$ cat config.mk
export PLATFORM = sky130hd
export DESIGN_NAME = icache_top
export DESIGN_NICKNAME = d
export VERILOG_FILES = /design/src/icache_pkg.sv /design/src/icache_ctrl.sv /design/src/icache_refill_buffer.sv /design/src/icache_sdp_ram.sv /design/src/icache_tag_match.sv /design/src/icache_top.sv
export VERILOG_INCLUDE_DIRS = /design/src
export SDC_FILE = /design/constraint.sdc
export NUM_CORES = 2
export LEC_CHECK = 0
export BUFFER_PORTS_ARGS = -buffer_cell sky130_fd_sc_hd__buf_4
export CAP_MARGIN = 20
export CORE_AREA = 5 5 567 569
export DETAILED_ROUTE_END_ITERATION = 10
export DIE_AREA = 0 0 572 574
export PLACE_DENSITY = 0.58
export RECOVER_POWER = 100
export SLEW_MARGIN = 20
export SYNTH_ARGS = -nofsm -noshare
export SYNTH_HDL_FRONTEND = slang
export SYNTH_SLANG_ARGS = --single-unit
$ cat constraint.sdc
create_clock -name clk -period 6.1 [get_ports clk]
set_clock_uncertainty 0.05 [all_clocks]
set_input_delay 0.305 -clock clk [delete_from_list [all_inputs] [get_ports clk]]
set_output_delay 0.305 -clock clk [all_outputs]
set_load 0.01 [all_outputs]
$ cat src/icache_params.svh
// cache geometry for the two-way instruction cache
// included by the package, the RTL and the testbench

`ifndef ICACHE_PARAMS_SVH
`define ICACHE_PARAMS_SVH

// ==========================================================================
// base geometry
// ==========================================================================

`define ICACHE_WAYS 2
`define ICACHE_SETS 8
`define ICACHE_LINE_BYTES 16
`define ICACHE_ADDR_W 32

// ==========================================================================
// derived fields of a fetch address
// ==========================================================================

// byte offset inside a line
`define ICACHE_OFFSET_W ($clog2(`ICACHE_LINE_BYTES))
// set number
`define ICACHE_INDEX_W ($clog2(`ICACHE_SETS))
// everything above index and offset
`define ICACHE_TAG_W (`ICACHE_ADDR_W - `ICACHE_INDEX_W - `ICACHE_OFFSET_W)

// 32-bit instructions per line
`define ICACHE_WORDS_PER_LINE (`ICACHE_LINE_BYTES / 4)

`endif

$ cat src/icache_pkg.sv
// shared types of the instruction cache
// referenced by scoped name from the RTL and the testbench

`include "icache_params.svh"

package icache_pkg;

  // fetch or burst address
  typedef logic [`ICACHE_ADDR_W-1:0] addr_t;

  // address fields
  typedef logic [`ICACHE_TAG_W-1:0] tag_t;
  typedef logic [`ICACHE_INDEX_W-1:0] index_t;

  // one instruction, also one burst beat
  typedef logic [31:0] word_t;

  // word position inside a line
  typedef logic [$clog2(`ICACHE_WORDS_PER_LINE)-1:0] word_sel_t;

  // word 0 sits in the low bits
  typedef word_t [`ICACHE_WORDS_PER_LINE-1:0] line_t;

  // way number, also the one-bit replacement state
  typedef logic [$clog2(`ICACHE_WAYS)-1:0] way_t;

  // refill FSM
  typedef enum logic [1:0] {
    IDLE,
    MISS,
    REFILL
  } state_t;

endpackage

$ cat src/icache_ctrl.sv
// stage-1 registers and refill FSM of the instruction cache
// drives array addressing, write enables and the fetch and burst handshakes

`timescale 1ns/1ns
`include "icache_params.svh"

module icache_ctrl (
  input  logic                    clk,
  input  logic                    rst_n,
  input  logic                    req_valid_i,
  input  icache_pkg::addr_t       req_addr_i,
  input  logic                    rsp_ready_i,
  input  logic                    ar_ready_i,
  input  logic                    r_valid_i,
  input  logic                    r_last_i,
  input  logic                    hit_i,
  input  icache_pkg::way_t        hit_way_i,
  input  icache_pkg::way_t        victim_way_i,
  output logic                    req_ready_o,
  output logic                    rsp_valid_o,
  output icache_pkg::addr_t       rsp_addr_o,
  output logic                    ar_valid_o,
  output icache_pkg::addr_t       ar_addr_o,
  output logic                    r_ready_o,
  output logic                    beat_o,
  output icache_pkg::index_t      raddr_o,
  output logic [`ICACHE_WAYS-1:0] line_we_o,
  output logic                    plru_we_o,
  output icache_pkg::index_t      waddr_o,
  output icache_pkg::addr_t       s1_addr_o
);

  icache_pkg::state_t state_q;
  logic               run_q;
  logic               s1_valid_q;
  icache_pkg::addr_t  s1_addr_q;
  logic               s1_advance;
  logic               req_accept;
  logic               rsp_accept;
  logic               refill_done;
  icache_pkg::index_t req_index;
  icache_pkg::index_t s1_index;

  assign req_index = req_addr_i[`ICACHE_OFFSET_W +: `ICACHE_INDEX_W];
  assign s1_index  = s1_addr_q[`ICACHE_OFFSET_W +: `ICACHE_INDEX_W];

  // ==========================================================================
  // stage 1
  // ==========================================================================

  // a response is only a hit seen while no refill is running
  assign rsp_valid_o = s1_valid_q && (state_q == icache_pkg::IDLE) && hit_i;
  assign rsp_accept  = rsp_valid_o && rsp_ready_i;

  assign s1_advance  = !s1_valid_q || rsp_accept;
  // run_q keeps ready low until the first edge out of reset
  assign req_ready_o = run_q && s1_advance;
  assign req_accept  = req_valid_i && req_ready_o;

  assign rsp_addr_o = s1_addr_q;
  assign s1_addr_o  = s1_addr_q;

  // arrays follow the stage-1 index while it is held
  assign raddr_o = s1_advance ? req_index : s1_index;

  always_ff @(posedge clk or negedge rst_n) begin
    if (!rst_n) begin
      run_q      <= 1'b0;
      s1_valid_q <= 1'b0;
    end else begin
      run_q <= 1'b1;
      if (s1_advance) begin
        s1_valid_q <= req_accept;
      end
    end
  end

  always_ff @(posedge clk) begin
    if (req_accept) begin
      s1_addr_q <= req_addr_i;
    end
  end

  // ==========================================================================
  // refill FSM
  // ==========================================================================

  always_ff @(posedge clk or negedge rst_n) begin
    if (!rst_n) begin
      state_q <= icache_pkg::IDLE;
    end else begin
      case (state_q)
        icache_pkg::IDLE: begin
          if (s1_valid_q && !hit_i) begin
            state_q <= icache_pkg::MISS;
          end
        end
        icache_pkg::MISS: begin
          if (ar_ready_i) begin
            state_q <= icache_pkg::REFILL;
          end
        end
        icache_pkg::REFILL: begin
          // back to IDLE replays the lookup on the freshly written line
          if (refill_done) begin
            state_q <= icache_pkg::IDLE;
          end
        end
        default: begin
          state_q <= icache_pkg::IDLE;
        end
      endcase
    end
  end

  // burst request for the whole line
  assign ar_valid_o = (state_q == icache_pkg::MISS);
  assign ar_addr_o  = {s1_addr_q[`ICACHE_ADDR_W-1:`ICACHE_OFFSET_W],
                       {(`ICACHE_OFFSET_W){1'b0}}};

  assign r_ready_o   = (state_q == icache_pkg::REFILL);
  assign beat_o      = r_valid_i && r_ready_o;
  assign refill_done = beat_o && r_last_i;

  // ==========================================================================
  // array writes
  // ==========================================================================

  // data, tag and valid of the victim way share one enable
  always_comb begin
    for (int w = 0; w < `ICACHE_WAYS; w++) begin
      line_we_o[w] = refill_done && (victim_way_i == icache_pkg::way_t'(w));
    end
  end

  // bit only flips when the hit lands on the current victim
  assign plru_we_o = rsp_accept && (hit_way_i == victim_way_i);

  assign waddr_o = s1_index;

endmodule

$ cat src/icache_refill_buffer.sv
// gathers the burst beats of one refill into a full cache line
// the line is complete combinationally during the last beat

`timescale 1ns/1ns
`include "icache_params.svh"

module icache_refill_buffer (
  input  logic              clk,
  input  logic              rst_n,
  input  logic              beat_i,
  input  icache_pkg::word_t r_data_i,
  input  logic              r_last_i,
  output icache_pkg::line_t line_o
);

  icache_pkg::word_sel_t                               beat_cnt_q;
  icache_pkg::word_t [`ICACHE_WORDS_PER_LINE-2:0]      words_q;

  // beat position, back to zero after the last one
  always_ff @(posedge clk or negedge rst_n) begin
    if (!rst_n) begin
      beat_cnt_q <= '0;
    end else if (beat_i) begin
      if (r_last_i) begin
        beat_cnt_q <= '0;
      end else begin
        beat_cnt_q <= beat_cnt_q + 1'b1;
      end
    end
  end

  // lower words of the line, the last beat is never stored
  always_ff @(posedge clk) begin
    if (beat_i && !r_last_i) begin
      words_q[beat_cnt_q] <= r_data_i;
    end
  end

  // current beat lands in the top word
  assign line_o = {r_data_i, words_q};

endmodule

$ cat src/icache_sdp_ram.sv
// simple dual-port array, one write port and one registered read port
// instantiated per payload for data, tag, valid and replacement state

`timescale 1ns/1ns
`include "icache_params.svh"

module icache_sdp_ram #(
  parameter type payload_t = logic
) (
  input  logic               clk,
  input  logic               rst_n,
  input  logic               we_i,
  input  icache_pkg::index_t waddr_i,
  input  payload_t           wdata_i,
  input  icache_pkg::index_t raddr_i,
  output payload_t           rdata_o
);

  payload_t mem_q [`ICACHE_SETS];

  always_ff @(posedge clk or negedge rst_n) begin
    if (!rst_n) begin
      // cleared contents give invalid lines and way 0 as victim
      for (int i = 0; i < `ICACHE_SETS; i++) begin
        mem_q[i] <= '0;
      end
      rdata_o <= '0;
    end else begin
      if (we_i) begin
        mem_q[waddr_i] <= wdata_i;
      end
      // write-first on a collision
      if (we_i && (waddr_i == raddr_i)) begin
        rdata_o <= wdata_i;
      end else begin
        rdata_o <= mem_q[raddr_i];
      end
    end
  end

endmodule

$ cat src/icache_tag_match.sv
// stage-1 lookup: tag compare, victim choice and instruction select
// purely combinational, fed by the array outputs and the stage-1 address

`timescale 1ns/1ns
`include "icache_params.svh"

module icache_tag_match (
  input  icache_pkg::addr_t                     addr_i,
  input  icache_pkg::tag_t  [`ICACHE_WAYS-1:0]  tags_i,
  input  logic              [`ICACHE_WAYS-1:0]  valids_i,
  input  icache_pkg::line_t [`ICACHE_WAYS-1:0]  lines_i,
  input  icache_pkg::way_t                      plru_i,
  output logic                                  hit_o,
  output icache_pkg::way_t                      hit_way_o,
  output icache_pkg::way_t                      victim_way_o,
  output icache_pkg::way_t                      plru_next_o,
  output icache_pkg::word_t                     instr_o
);

  icache_pkg::tag_t          addr_tag;
  icache_pkg::word_sel_t     word_sel;
  logic [`ICACHE_WAYS-1:0]   way_match;
  icache_pkg::way_t          hit_way;
  icache_pkg::line_t         hit_line;

  // ==========================================================================
  // address split
  // ==========================================================================

  assign addr_tag = addr_i[`ICACHE_ADDR_W-1 -: `ICACHE_TAG_W];

  // word select sits just above the two byte bits
  assign word_sel = addr_i[2 +: $bits(icache_pkg::word_sel_t)];

  // ==========================================================================
  // hit detection
  // ==========================================================================

  always_comb begin
    hit_way = '0;
    for (int w = 0; w < `ICACHE_WAYS; w++) begin
      way_match[w] = valids_i[w] && (tags_i[w] == addr_tag);
      if (way_match[w]) begin
        hit_way = icache_pkg::way_t'(w);
      end
    end
  end

  assign hit_o     = |way_match;
  assign hit_way_o = hit_way;

  // replacement bit names the victim directly
  assign victim_way_o = plru_i;

  // point away from the way just used
  assign plru_next_o = (hit_way == plru_i) ? ~plru_i : plru_i;

  // instruction out of the matching line
  assign hit_line = lines_i[hit_way];
  assign instr_o  = hit_line[word_sel];

endmodule

$ cat src/icache_top.sv
// two-way set-associative instruction cache with burst line refill
// fetch port in, response port out, read-only burst channel to memory

`timescale 1ns/1ns
`include "icache_params.svh"

module icache_top (
  input  logic              clk,
  input  logic              rst_n,
  // fetch request
  input  logic              req_valid_i,
  input  icache_pkg::addr_t req_addr_i,
  output logic              req_ready_o,
  // response
  output logic              rsp_valid_o,
  output icache_pkg::addr_t rsp_addr_o,
  output icache_pkg::word_t rsp_instr_o,
  input  logic              rsp_ready_i,
  // burst address
  output logic              ar_valid_o,
  output icache_pkg::addr_t ar_addr_o,
  input  logic              ar_ready_i,
  // burst data
  input  logic              r_valid_i,
  input  icache_pkg::word_t r_data_i,
  input  logic              r_last_i,
  output logic              r_ready_o
);

  icache_pkg::index_t                      raddr;
  icache_pkg::index_t                      waddr;
  icache_pkg::addr_t                       s1_addr;
  icache_pkg::tag_t                        s1_tag;
  logic [`ICACHE_WAYS-1:0]                 line_we;
  logic                                    plru_we;
  logic                                    beat;
  logic                                    hit;
  icache_pkg::way_t                        hit_way;
  icache_pkg::way_t                        victim_way;
  icache_pkg::way_t                        plru_rdata;
  icache_pkg::way_t                        plru_next;
  icache_pkg::line_t                       refill_line;
  icache_pkg::tag_t  [`ICACHE_WAYS-1:0]    tags;
  logic              [`ICACHE_WAYS-1:0]    valids;
  icache_pkg::line_t [`ICACHE_WAYS-1:0]    lines;

  // tag written on refill comes from the missing address
  assign s1_tag = s1_addr[`ICACHE_ADDR_W-1 -: `ICACHE_TAG_W];

  // ==========================================================================
  // control, lookup and refill
  // ==========================================================================

  icache_ctrl icache_ctrl_inst (
    .clk          (clk),
    .rst_n        (rst_n),
    .req_valid_i  (req_valid_i),
    .req_addr_i   (req_addr_i),
    .rsp_ready_i  (rsp_ready_i),
    .ar_ready_i   (ar_ready_i),
    .r_valid_i    (r_valid_i),
    .r_last_i     (r_last_i),
    .hit_i        (hit),
    .hit_way_i    (hit_way),
    .victim_way_i (victim_way),
    .req_ready_o  (req_ready_o),
    .rsp_valid_o  (rsp_valid_o),
    .rsp_addr_o   (rsp_addr_o),
    .ar_valid_o   (ar_valid_o),
    .ar_addr_o    (ar_addr_o),
    .r_ready_o    (r_ready_o),
    .beat_o       (beat),
    .raddr_o      (raddr),
    .line_we_o    (line_we),
    .plru_we_o    (plru_we),
    .waddr_o      (waddr),
    .s1_addr_o    (s1_addr)
  );

  icache_tag_match icache_tag_match_inst (
    .addr_i       (s1_addr),
    .tags_i       (tags),
    .valids_i     (valids),
    .lines_i      (lines),
    .plru_i       (plru_rdata),
    .hit_o        (hit),
    .hit_way_o    (hit_way),
    .victim_way_o (victim_way),
    .plru_next_o  (plru_next),
    .instr_o      (rsp_instr_o)
  );

  icache_refill_buffer icache_refill_buffer_inst (
    .clk      (clk),
    .rst_n    (rst_n),
    .beat_i   (beat),
    .r_data_i (r_data_i),
    .r_last_i (r_last_i),
    .line_o   (refill_line)
  );

  // ==========================================================================
  // arrays
  // ==========================================================================

  for (genvar w = 0; w < `ICACHE_WAYS; w++) begin : gen_way
    icache_sdp_ram #(.payload_t(icache_pkg::line_t)) line_ram_inst (
      .clk     (clk),
      .rst_n   (rst_n),
      .we_i    (line_we[w]),
      .waddr_i (waddr),
      .wdata_i (refill_line),
      .raddr_i (raddr),
      .rdata_o (lines[w])
    );

    icache_sdp_ram #(.payload_t(icache_pkg::tag_t)) tag_ram_inst (
      .clk     (clk),
      .rst_n   (rst_n),
      .we_i    (line_we[w]),
      .waddr_i (waddr),
      .wdata_i (s1_tag),
      .raddr_i (raddr),
      .rdata_o (tags[w])
    );

    // a refill always leaves the line valid
    icache_sdp_ram #(.payload_t(logic)) valid_ram_inst (
      .clk     (clk),
      .rst_n   (rst_n),
      .we_i    (line_we[w]),
      .waddr_i (waddr),
      .wdata_i (1'b1),
      .raddr_i (raddr),
      .rdata_o (valids[w])
    );
  end

  icache_sdp_ram #(.payload_t(icache_pkg::way_t)) plru_ram_inst (
    .clk     (clk),
    .rst_n   (rst_n),
    .we_i    (plru_we),
    .waddr_i (waddr),
    .wdata_i (plru_next),
    .raddr_i (raddr),
    .rdata_o (plru_rdata)
  );

endmodule

; Word-level counts from Yosys, hierarchy flattened
; Index checks and enable logic that the tools add are counted.
[classes]
n_eq_ne = 9
n_lt_le_gt_ge = 7
bitwise = 5
n_reduce_logical = 26
mux = 54
n_addsub = 1
[ops]
columns = cell, count
row1 = bitwise mux 1024 bit, 2
row2 = 2-to-1 mux 128 bit, 9
row3 = binary-select mux 128 bit (select 3 bit), 2
row4 = bitwise mux 200 bit, 2
row5 = demux 128 bit (select 3 bit), 1
row6 = 2-to-1 mux 25 bit, 7
row7 = binary-select mux 25 bit (select 3 bit), 2
row8 = bitwise mux 96 bit, 1
row9 = demux 25 bit (select 3 bit), 1
row10 = binary-select mux 32 bit (select 2 bit), 1
row11 = demux 32 bit (select 2 bit), 1
row12 = 2-to-1 mux 32 bit, 2
row13 = == test 25 bit, 2
row14 = logical AND 1 bit, 19
row15 = OR 8 bit, 2
row16 = 2-to-1 mux 1 bit, 12
row17 = binary-select mux 1 bit (select 3 bit), 3
row18 = bitwise mux 8 bit, 1
row19 = >= comparator 4 bit (second input constant), 2
row20 = 2-to-1 mux 2 bit, 4
row21 = inverter 3 -> 4 bit, 2
row22 = < comparator 2 x 3 -> 1 bit (second input constant), 2
row23 = one-hot mux 2 bit (3 select lines), 1
row24 = < comparator 4 x 1 -> 1 bit (second input constant), 1
row25 = 17 further kinds, 20
[totals]
register_bits = 2915
in_bits = 71
out_inout_bits = 100
wordCells = 227

; Logic depth before layout (Yosys ltp)
[depth]
depth_word = 12
ltp_mapped = 15
depth_no_buf = 9

; Cells and area by module
; A second synthesis with hierarchy kept.
[unflattened]
cells_unflattened = 7764
hier_area_um2 = 131341.0
[by_module_without_submodules]
columns = mod, area_per_inst_um2, cells_each, n_inst, seq_area_each_um2
row1 = icache_sdp_ram at gen_way[1].line_ram_inst, 50885.1, 2902, 1, 28827.6
row2 = icache_sdp_ram at gen_way[0].line_ram_inst, 50880.0, 2902, 1, 28827.6
row3 = icache_sdp_ram at gen_way[0].tag_ram_inst ..., 10137.2, 576, 2, 5630.4
row4 = icache_refill_buffer, 3266.9, 143, 1, 2932.8
row5 = icache_tag_match, 2785.2, 419, 1, 0.0
row6 = icache_ctrl, 1744.2, 131, 1, 1061.0
row7 = icache_sdp_ram at gen_way[0].valid_ram_inst ..., 500.5, 38, 3, 225.2
row8 = icache_top, 3.8, 1, 1, 0.0

; Least setup slack after synthesis
; OpenSTA, ideal clock, no wires.
[synth_timing]
path_kind = reg2out
startpoint = register icache_ctrl_inst.s1_addr_q[21] (netlist: icache_ctrl_inst.rsp_addr_o[21])
endpoint = output port rsp_instr_o[0]
arrival_ns = 2.970
required_time_ns = 5.745
stages_incl_launch_ff = 9
slack_ns = 2.775
path_buffers = 3
path_cell_list = edfxtp_1 -> buf_2 -> xnor2_1 -> nor4b_1 -> nand4_1 -> clkbuf_1 -> buf_1 -> mux4_2 -> mux2_2
[synth_via]
elab_chain_len = 7
[synth_rtl]
columns = element, line
row1 = "start, declared", icache_ctrl.sv:36  ; icache_pkg::addr_t s1_addr_q;
row2 = "start signal, assigned", icache_ctrl.sv:80  ; s1_addr_q <= req_addr_i;
row3 = == test 25 bit, icache_tag_match.sv:42  ; way_match[w] = valids_i[w] && (tags_i[w] == addr_tag);
row4 = logical AND 1 bit, icache_tag_match.sv:42
row5 = 2-to-1 mux 1 bit, icache_tag_match.sv:43  ; if (way_match[w]) begin
row6 = 2-to-1 mux 128 bit (implied by the code) (2 in series), icache_tag_match.sv:59  ; assign hit_line = lines_i[hit_way];
row7 = binary-select mux 32 bit (select 2 bit), icache_tag_match.sv:60  ; assign instr_o = hit_line[word_sel];
row8 = 2-to-1 mux 32 bit (implied by the code), icache_tag_match.sv:60
row9 = "end, declared", icache_top.sv:17  ; output icache_pkg::word_t rsp_instr_o,
; No other way between the ends. The select of a mux whose other input is x is not followed.

; Worst setup path after layout
[layout_timing]
startpoint = register icache_ctrl_inst.s1_addr_q[4] (netlist: icache_ctrl_inst.rsp_addr_o[4])
endpoint = register gen_way[1].line_ram_inst.mem_q[768] (netlist name)
[layout_via]
elab_chain_len = 6
elab_cells_between_ends = 7
classes_between = 2 x order compare / 3 x mux / 1 x bitwise / 1 x reduce/logical
[layout_rtl]
columns = element, line
row1 = inverter 3 -> 4 bit (implied by the code) (*), icache_sdp_ram.sv:30  ; mem_q[waddr_i] <= wdata_i;
row2 = >= comparator 4 bit (implied by the code) or < comparator 4 x 1 -> 1 bit (tied branches), icache_sdp_ram.sv:30
row3 = logical AND 1 bit (implied by the code), icache_sdp_ram.sv:30
row4 = 2-to-1 mux 128 bit (implied by the code), icache_sdp_ram.sv:30
row5 = demux 128 bit (select 3 bit) (*), icache_sdp_ram.sv:30
row6 = bitwise mux 1024 bit (*), icache_sdp_ram.sv:30
row7 = "end signal, assigned by index", icache_sdp_ram.sv:30
row8 = "end, declared", icache_sdp_ram.sv:19  ; payload_t mem_q [`ICACHE_SETS];
; Every way passes the cells marked *; elsewhere a longest branch is shown, timed or not.
; A chain may end at the register's enable or synchronous reset.

==> flow_metrics.py <==
metrics = {
    "yosys": {
        "synth_seq_cells": 2915,
        "synth-edff-count": 128,
        "synth.lib_cells_used.distinct": 66,
        "syn-cell-area_um2": 141600,
        "synth_ff_type": "sky130_fd_sc_hd__dfrtp_1",
        "yosysTopAreaCell": "sky130_fd_sc_hd__dfrtp_1",
        "synthDominantCellAreaShare_pct": 49.27,
        "synth_cells": 10840,
        "syn_area_per_cell_um2": 13.06,
        "synth_top_cells_by_area": "sky130_fd_sc_hd__dfrtp_1 49%, sky130_fd_sc_hd__mux2_2 22%, sky130_fd_sc_hd__mux2i_1 8.6%",
        "synth_seq_area_share_pct": 51.98,
        "synthArstFlopShare_pct": 95.61,
        "yosys_warnings": 0,
    },
    "sta": {
        "finalSetupTns_ns": 0,
        "tightestPinTransition_ns": 4.313,
        "setup_repair_after_global_routing_missed_its_margin": "no",
        "fin_crit_ns": 5.864,
        "report.final.slew_viol_count": 2967,
        "setup_viol": 0,
        "timing.final.crit_share_pct": 96.13,
        "slew_headroom_pct": -187.6,
        "max_freq_ghz": 0.1705,
        "final_hold_viol_count": 0,
    },
    "hold_path": {
        "worstHoldEndpoint": "icache_ctrl_inst.rsp_addr_o[7]",
        "hold_path.startpoint": "req_addr_i[7]",
        "hp-class": "input port to flip-flop",
        "min_delay_path_depth": 2,
    },
    "finish": {
        "seqCellArea_um2": 73590,
        "commonest_cells_after_routing_fill_and_taps_aside": "2786 x sky130_fd_sc_hd__dfrtp_1, 2759 x sky130_fd_sc_hd__mux2_2, 1222 x sky130_fd_sc_hd__mux2i_1",
        "areaGrowthSynthToFinish_pct": 11.25,
        "finalInstanceArea_um2": 157500,
        "layout.cells.most_common": "sky130_fd_sc_hd__dfrtp_1",
        "finalNetCount": 10670,
        "fillCellCount": 27030,
        "layout-drive-gt1-share_pct": 33.97,
        "multi_input_area_um2": 63080,
    },
    "floorplanning": {
        "core_area_um2": 316200,
        "floorplan.initialDensity_pct": 44.76,
        "floorplan.io_pins": 171,
        "die_y_extent_um": 574,
        "fp.dieW_um": 572,
        "fp.dieArea_um2": 328300,
        "row_count": 207,
    },
    "setup_path": {
        "critical_path_arrival_ns": 6.59,
        "path_class": "flip-flop to flip-flop",
        "reg2reg_setup_slack_ns": 0.24,
        "critPathLaunchType": "flip-flop",
        "path_max_fanout": 43,
        "timing.critical_path.slowest_cell_delay_ns": 2.13,
        "cp_top_family": "simple AND/OR/NAND/NOR gates",
        "worstPathCellList": "or3b_2 -> or2_1 -> clkbuf_2 -> mux2_2",
        "critical_path.reg2reg.endpoint": "gen_way[1].line_ram_inst.mem_q[768]",
        "critical_path.reg2reg.startpoint": "icache_ctrl_inst.rsp_addr_o[4]",
        "setup.worst_path.end_class": "flip-flop",
        "ff2ff_path_depth": 4,
        "critical_path_buf_inv_count": 1,
        "worstPathRequired_ns": 6.83,
        "worst_path_max_delay_cell": "sky130_fd_sc_hd__or2_1",
    },
    "pwr": {
        "power_per_cell_area_nw_per_um2": 327.7,
        "static_leakage_power_nw": 72.91,
        "vdd_drop_max_mv": 0.2416,
    },
    "cts": {
        "cts.reportedPaths.clkPinSlew_ns": 0.06,
        "cts_num_sinks": 2915,
        "clock-root-buffer": "sky130_fd_sc_hd__clkbuf_16",
        "cts-hold-fix-buffers": 81,
        "clock_latency_ns": 0.93,
        "tritoncts.num_buffers": 323,
        "cts-root-to-sink-buffers": 4,
        "htree_num_levels": 5,
        "cells_resized_by_post_cts_repair": 0,
        "post_cts_buffers": 0,
        "tritoncts": "yes",
    },
    "route": {
        "drt.antenna.violating_nets": 0,
        "route.vias.total": 94850,
        "drt_iter0_markers": 7299,
        "wl_per_cell_um": 29.83,
        "drc": 0,
        "route.detailed.vias_per_inst": 6.304,
        "drt_pass1_iterations": 5,
        "route.final.wire_length_mm": 448.8,
    },
    "place": {
        "numPortBuffers": 166,
        "placed_cell_area_um2": 147000,
        "hpwlAfterDp_mm": 236.0,
        "replace_congestion": 0.7949,
    },
    "global_route": {
        "via_count_of_the_first_global_routing_pass": 99900,
        "antenna_found_initial": 27,
        "grt_first_pass_wirelength_mm": 671.4,
        "gr-usage-all-layers_pct": 26.85,
        "grt_overflow": 0,
        "grt_max_degree": 191,
    },
    "status": {
        "violations": "max-capacitance violations, max-slew violations",
        "run_status": "finished with violations",
    },
    "job": {
        "max-cap-violations": 61,
    },
}
routing by layer:
layer  vias to the layer above  global-route usage [%]  wire, µm
li1                      40070                       -         -
met5                         -                       0       112
met2                      2976                   43.95    212700
met4                        18                   9.993     18400
met3                       865                   3.616     24810
met1                     50920                   36.52    192800
registers in the layout, indices dropped and copies added (netlist names):
| name | flops |
|---|---|
| gen_way.tag_ram_inst.mem_q | 400 |
| plru_ram_inst.mem_q | 8 |
| icache_ctrl_inst.rsp_addr_o | 32 |
| icache_ctrl_inst.s1_valid_q | 1 |
| gen_way.valid_ram_inst.mem_q | 16 |
| icache_refill_buffer_inst.beat_cnt_q | 2 |
| gen_way.line_ram_inst.mem_q | 2048 |
| icache_ctrl_inst.state_q | 2 |
| icache_refill_buffer_inst.line_o | 96 |
| plru_ram_inst.rdata_o | 1 |
| icache_ctrl_inst.run_q | 1 |
| gen_way.valid_ram_inst.rdata_o | 2 |
| gen_way.tag_ram_inst.rdata_o | 50 |
| gen_way.line_ram_inst.rdata_o | 256 |
stage by stage:
step	hold slack (ns)	setup WS, ns	power, mW	util [%]	instances
2_1_floorplan	-0.04059	2.775	29.04	-	10840
3_3_place_gp	0.2431	0.9442	31.68	46.46	14360
3_5_place_dp	0.2370	0.9653	32.10	46.47	14370
4_1_cts	0.002294	0.4347	52.05	50.14	15040
5_1_grt	0.06159	0.1839	53.73	49.80	15040
6_report	0.06623	0.2359	51.61	49.80	15050
cells in the mapped netlist (5+ instances only):
master and instances:
sky130_fd_sc_hd__a2111oi_0 304, sky130_fd_sc_hd__a211oi_1 6, sky130_fd_sc_hd__a21boi_0 304, sky130_fd_sc_hd__a21oi_1 10, sky130_fd_sc_hd__a221o_1 302, sky130_fd_sc_hd__a22o_1 6, sky130_fd_sc_hd__a311oi_1 302, sky130_fd_sc_hd__and2_1 5
sky130_fd_sc_hd__buf_1 53, sky130_fd_sc_hd__buf_2 163, sky130_fd_sc_hd__buf_4 50, sky130_fd_sc_hd__buf_6 55, sky130_fd_sc_hd__clkbuf_1 791, sky130_fd_sc_hd__dfrtp_1 2787, sky130_fd_sc_hd__edfxtp_1 128, sky130_fd_sc_hd__inv_1 6
sky130_fd_sc_hd__mux2_2 2782, sky130_fd_sc_hd__mux2i_1 1222, sky130_fd_sc_hd__mux4_2 64, sky130_fd_sc_hd__nand2_1 642, sky130_fd_sc_hd__nand2b_1 11, sky130_fd_sc_hd__nand3_1 317, sky130_fd_sc_hd__nand4_1 7, sky130_fd_sc_hd__nor2_1 22
sky130_fd_sc_hd__nor4_1 16, sky130_fd_sc_hd__o21ai_0 329, sky130_fd_sc_hd__o31ai_1 8, sky130_fd_sc_hd__or2_2 13, sky130_fd_sc_hd__xnor2_1 18, sky130_fd_sc_hd__xor2_1 35
cell type report:
| type | instances | area share (%) |
|---|---|---|
| Timing Repair Buffer | 544 | 3.042 |
| Sequential cell | 2915 | 46.73 |
| Antenna cell | 6 | 0.009534 |
| Inverter | 6 | 0.01430 |
| Clock buffer | 503 | 6.181 |
| Multi-Input combinational cell | 6803 | 40.05 |
| Clock inverter | 90 | 0.6531 |
| Tap cell | 4180 | 3.321 |
cells by family after synthesis:
family / after synthesis / share of synthesized area (%)
other cells: 2 / 0.005305
mux: 4072 / 31.82
fa+ha+maj: 3 / 0.02652
buf+inv: 1120 / 3.540
compound gates: 1602 / 8.989
xor+xnor: 53 / 0.3279
flops: 2915 / 51.98
simple gates: 1068 / 3.307
power breakdown:
part	switching, mW	internal [mW]	total (mW)
Combinational	4.03	3.89	7.92
Sequential	1.68	22.2	23.9
Clock	8.31	11.5	19.8
Total	14.0	37.6	51.6
worst register-to-register path: stages (launching register included):
cell                       delay [ns]
sky130_fd_sc_hd__edfxtp_1        0.77
sky130_fd_sc_hd__or3b_2          0.39
sky130_fd_sc_hd__or2_1           2.13
sky130_fd_sc_hd__clkbuf_2        1.84
sky130_fd_sc_hd__mux2_2          0.53
worst max path at each step:
stage / startpoint / cells after the start / to / slack (ns)
2_1_floorplan: icache_ctrl_inst.rsp_addr_o[21] / 8 / rsp_instr_o[0] / 2.78
3_3_place_gp: icache_ctrl_inst.rsp_addr_o[24] / 12 / gen_way[0].line_ram_inst.rdata_o[55] / 0.94
3_5_place_dp: icache_ctrl_inst.rsp_addr_o[24] / 13 / gen_way[1].line_ram_inst.rdata_o[117] / 0.97
4_1_cts: icache_ctrl_inst.rsp_addr_o[14] / 7 / rsp_instr_o[6] / 0.43
5_1_grt: rst_n / 4 / gen_way[1].line_ram_inst.mem_q[406] / 0.18
6_report: icache_ctrl_inst.rsp_addr_o[4] / 4 / gen_way[1].line_ram_inst.mem_q[768] / 0.24
Power figures use the tool's default switching activity.
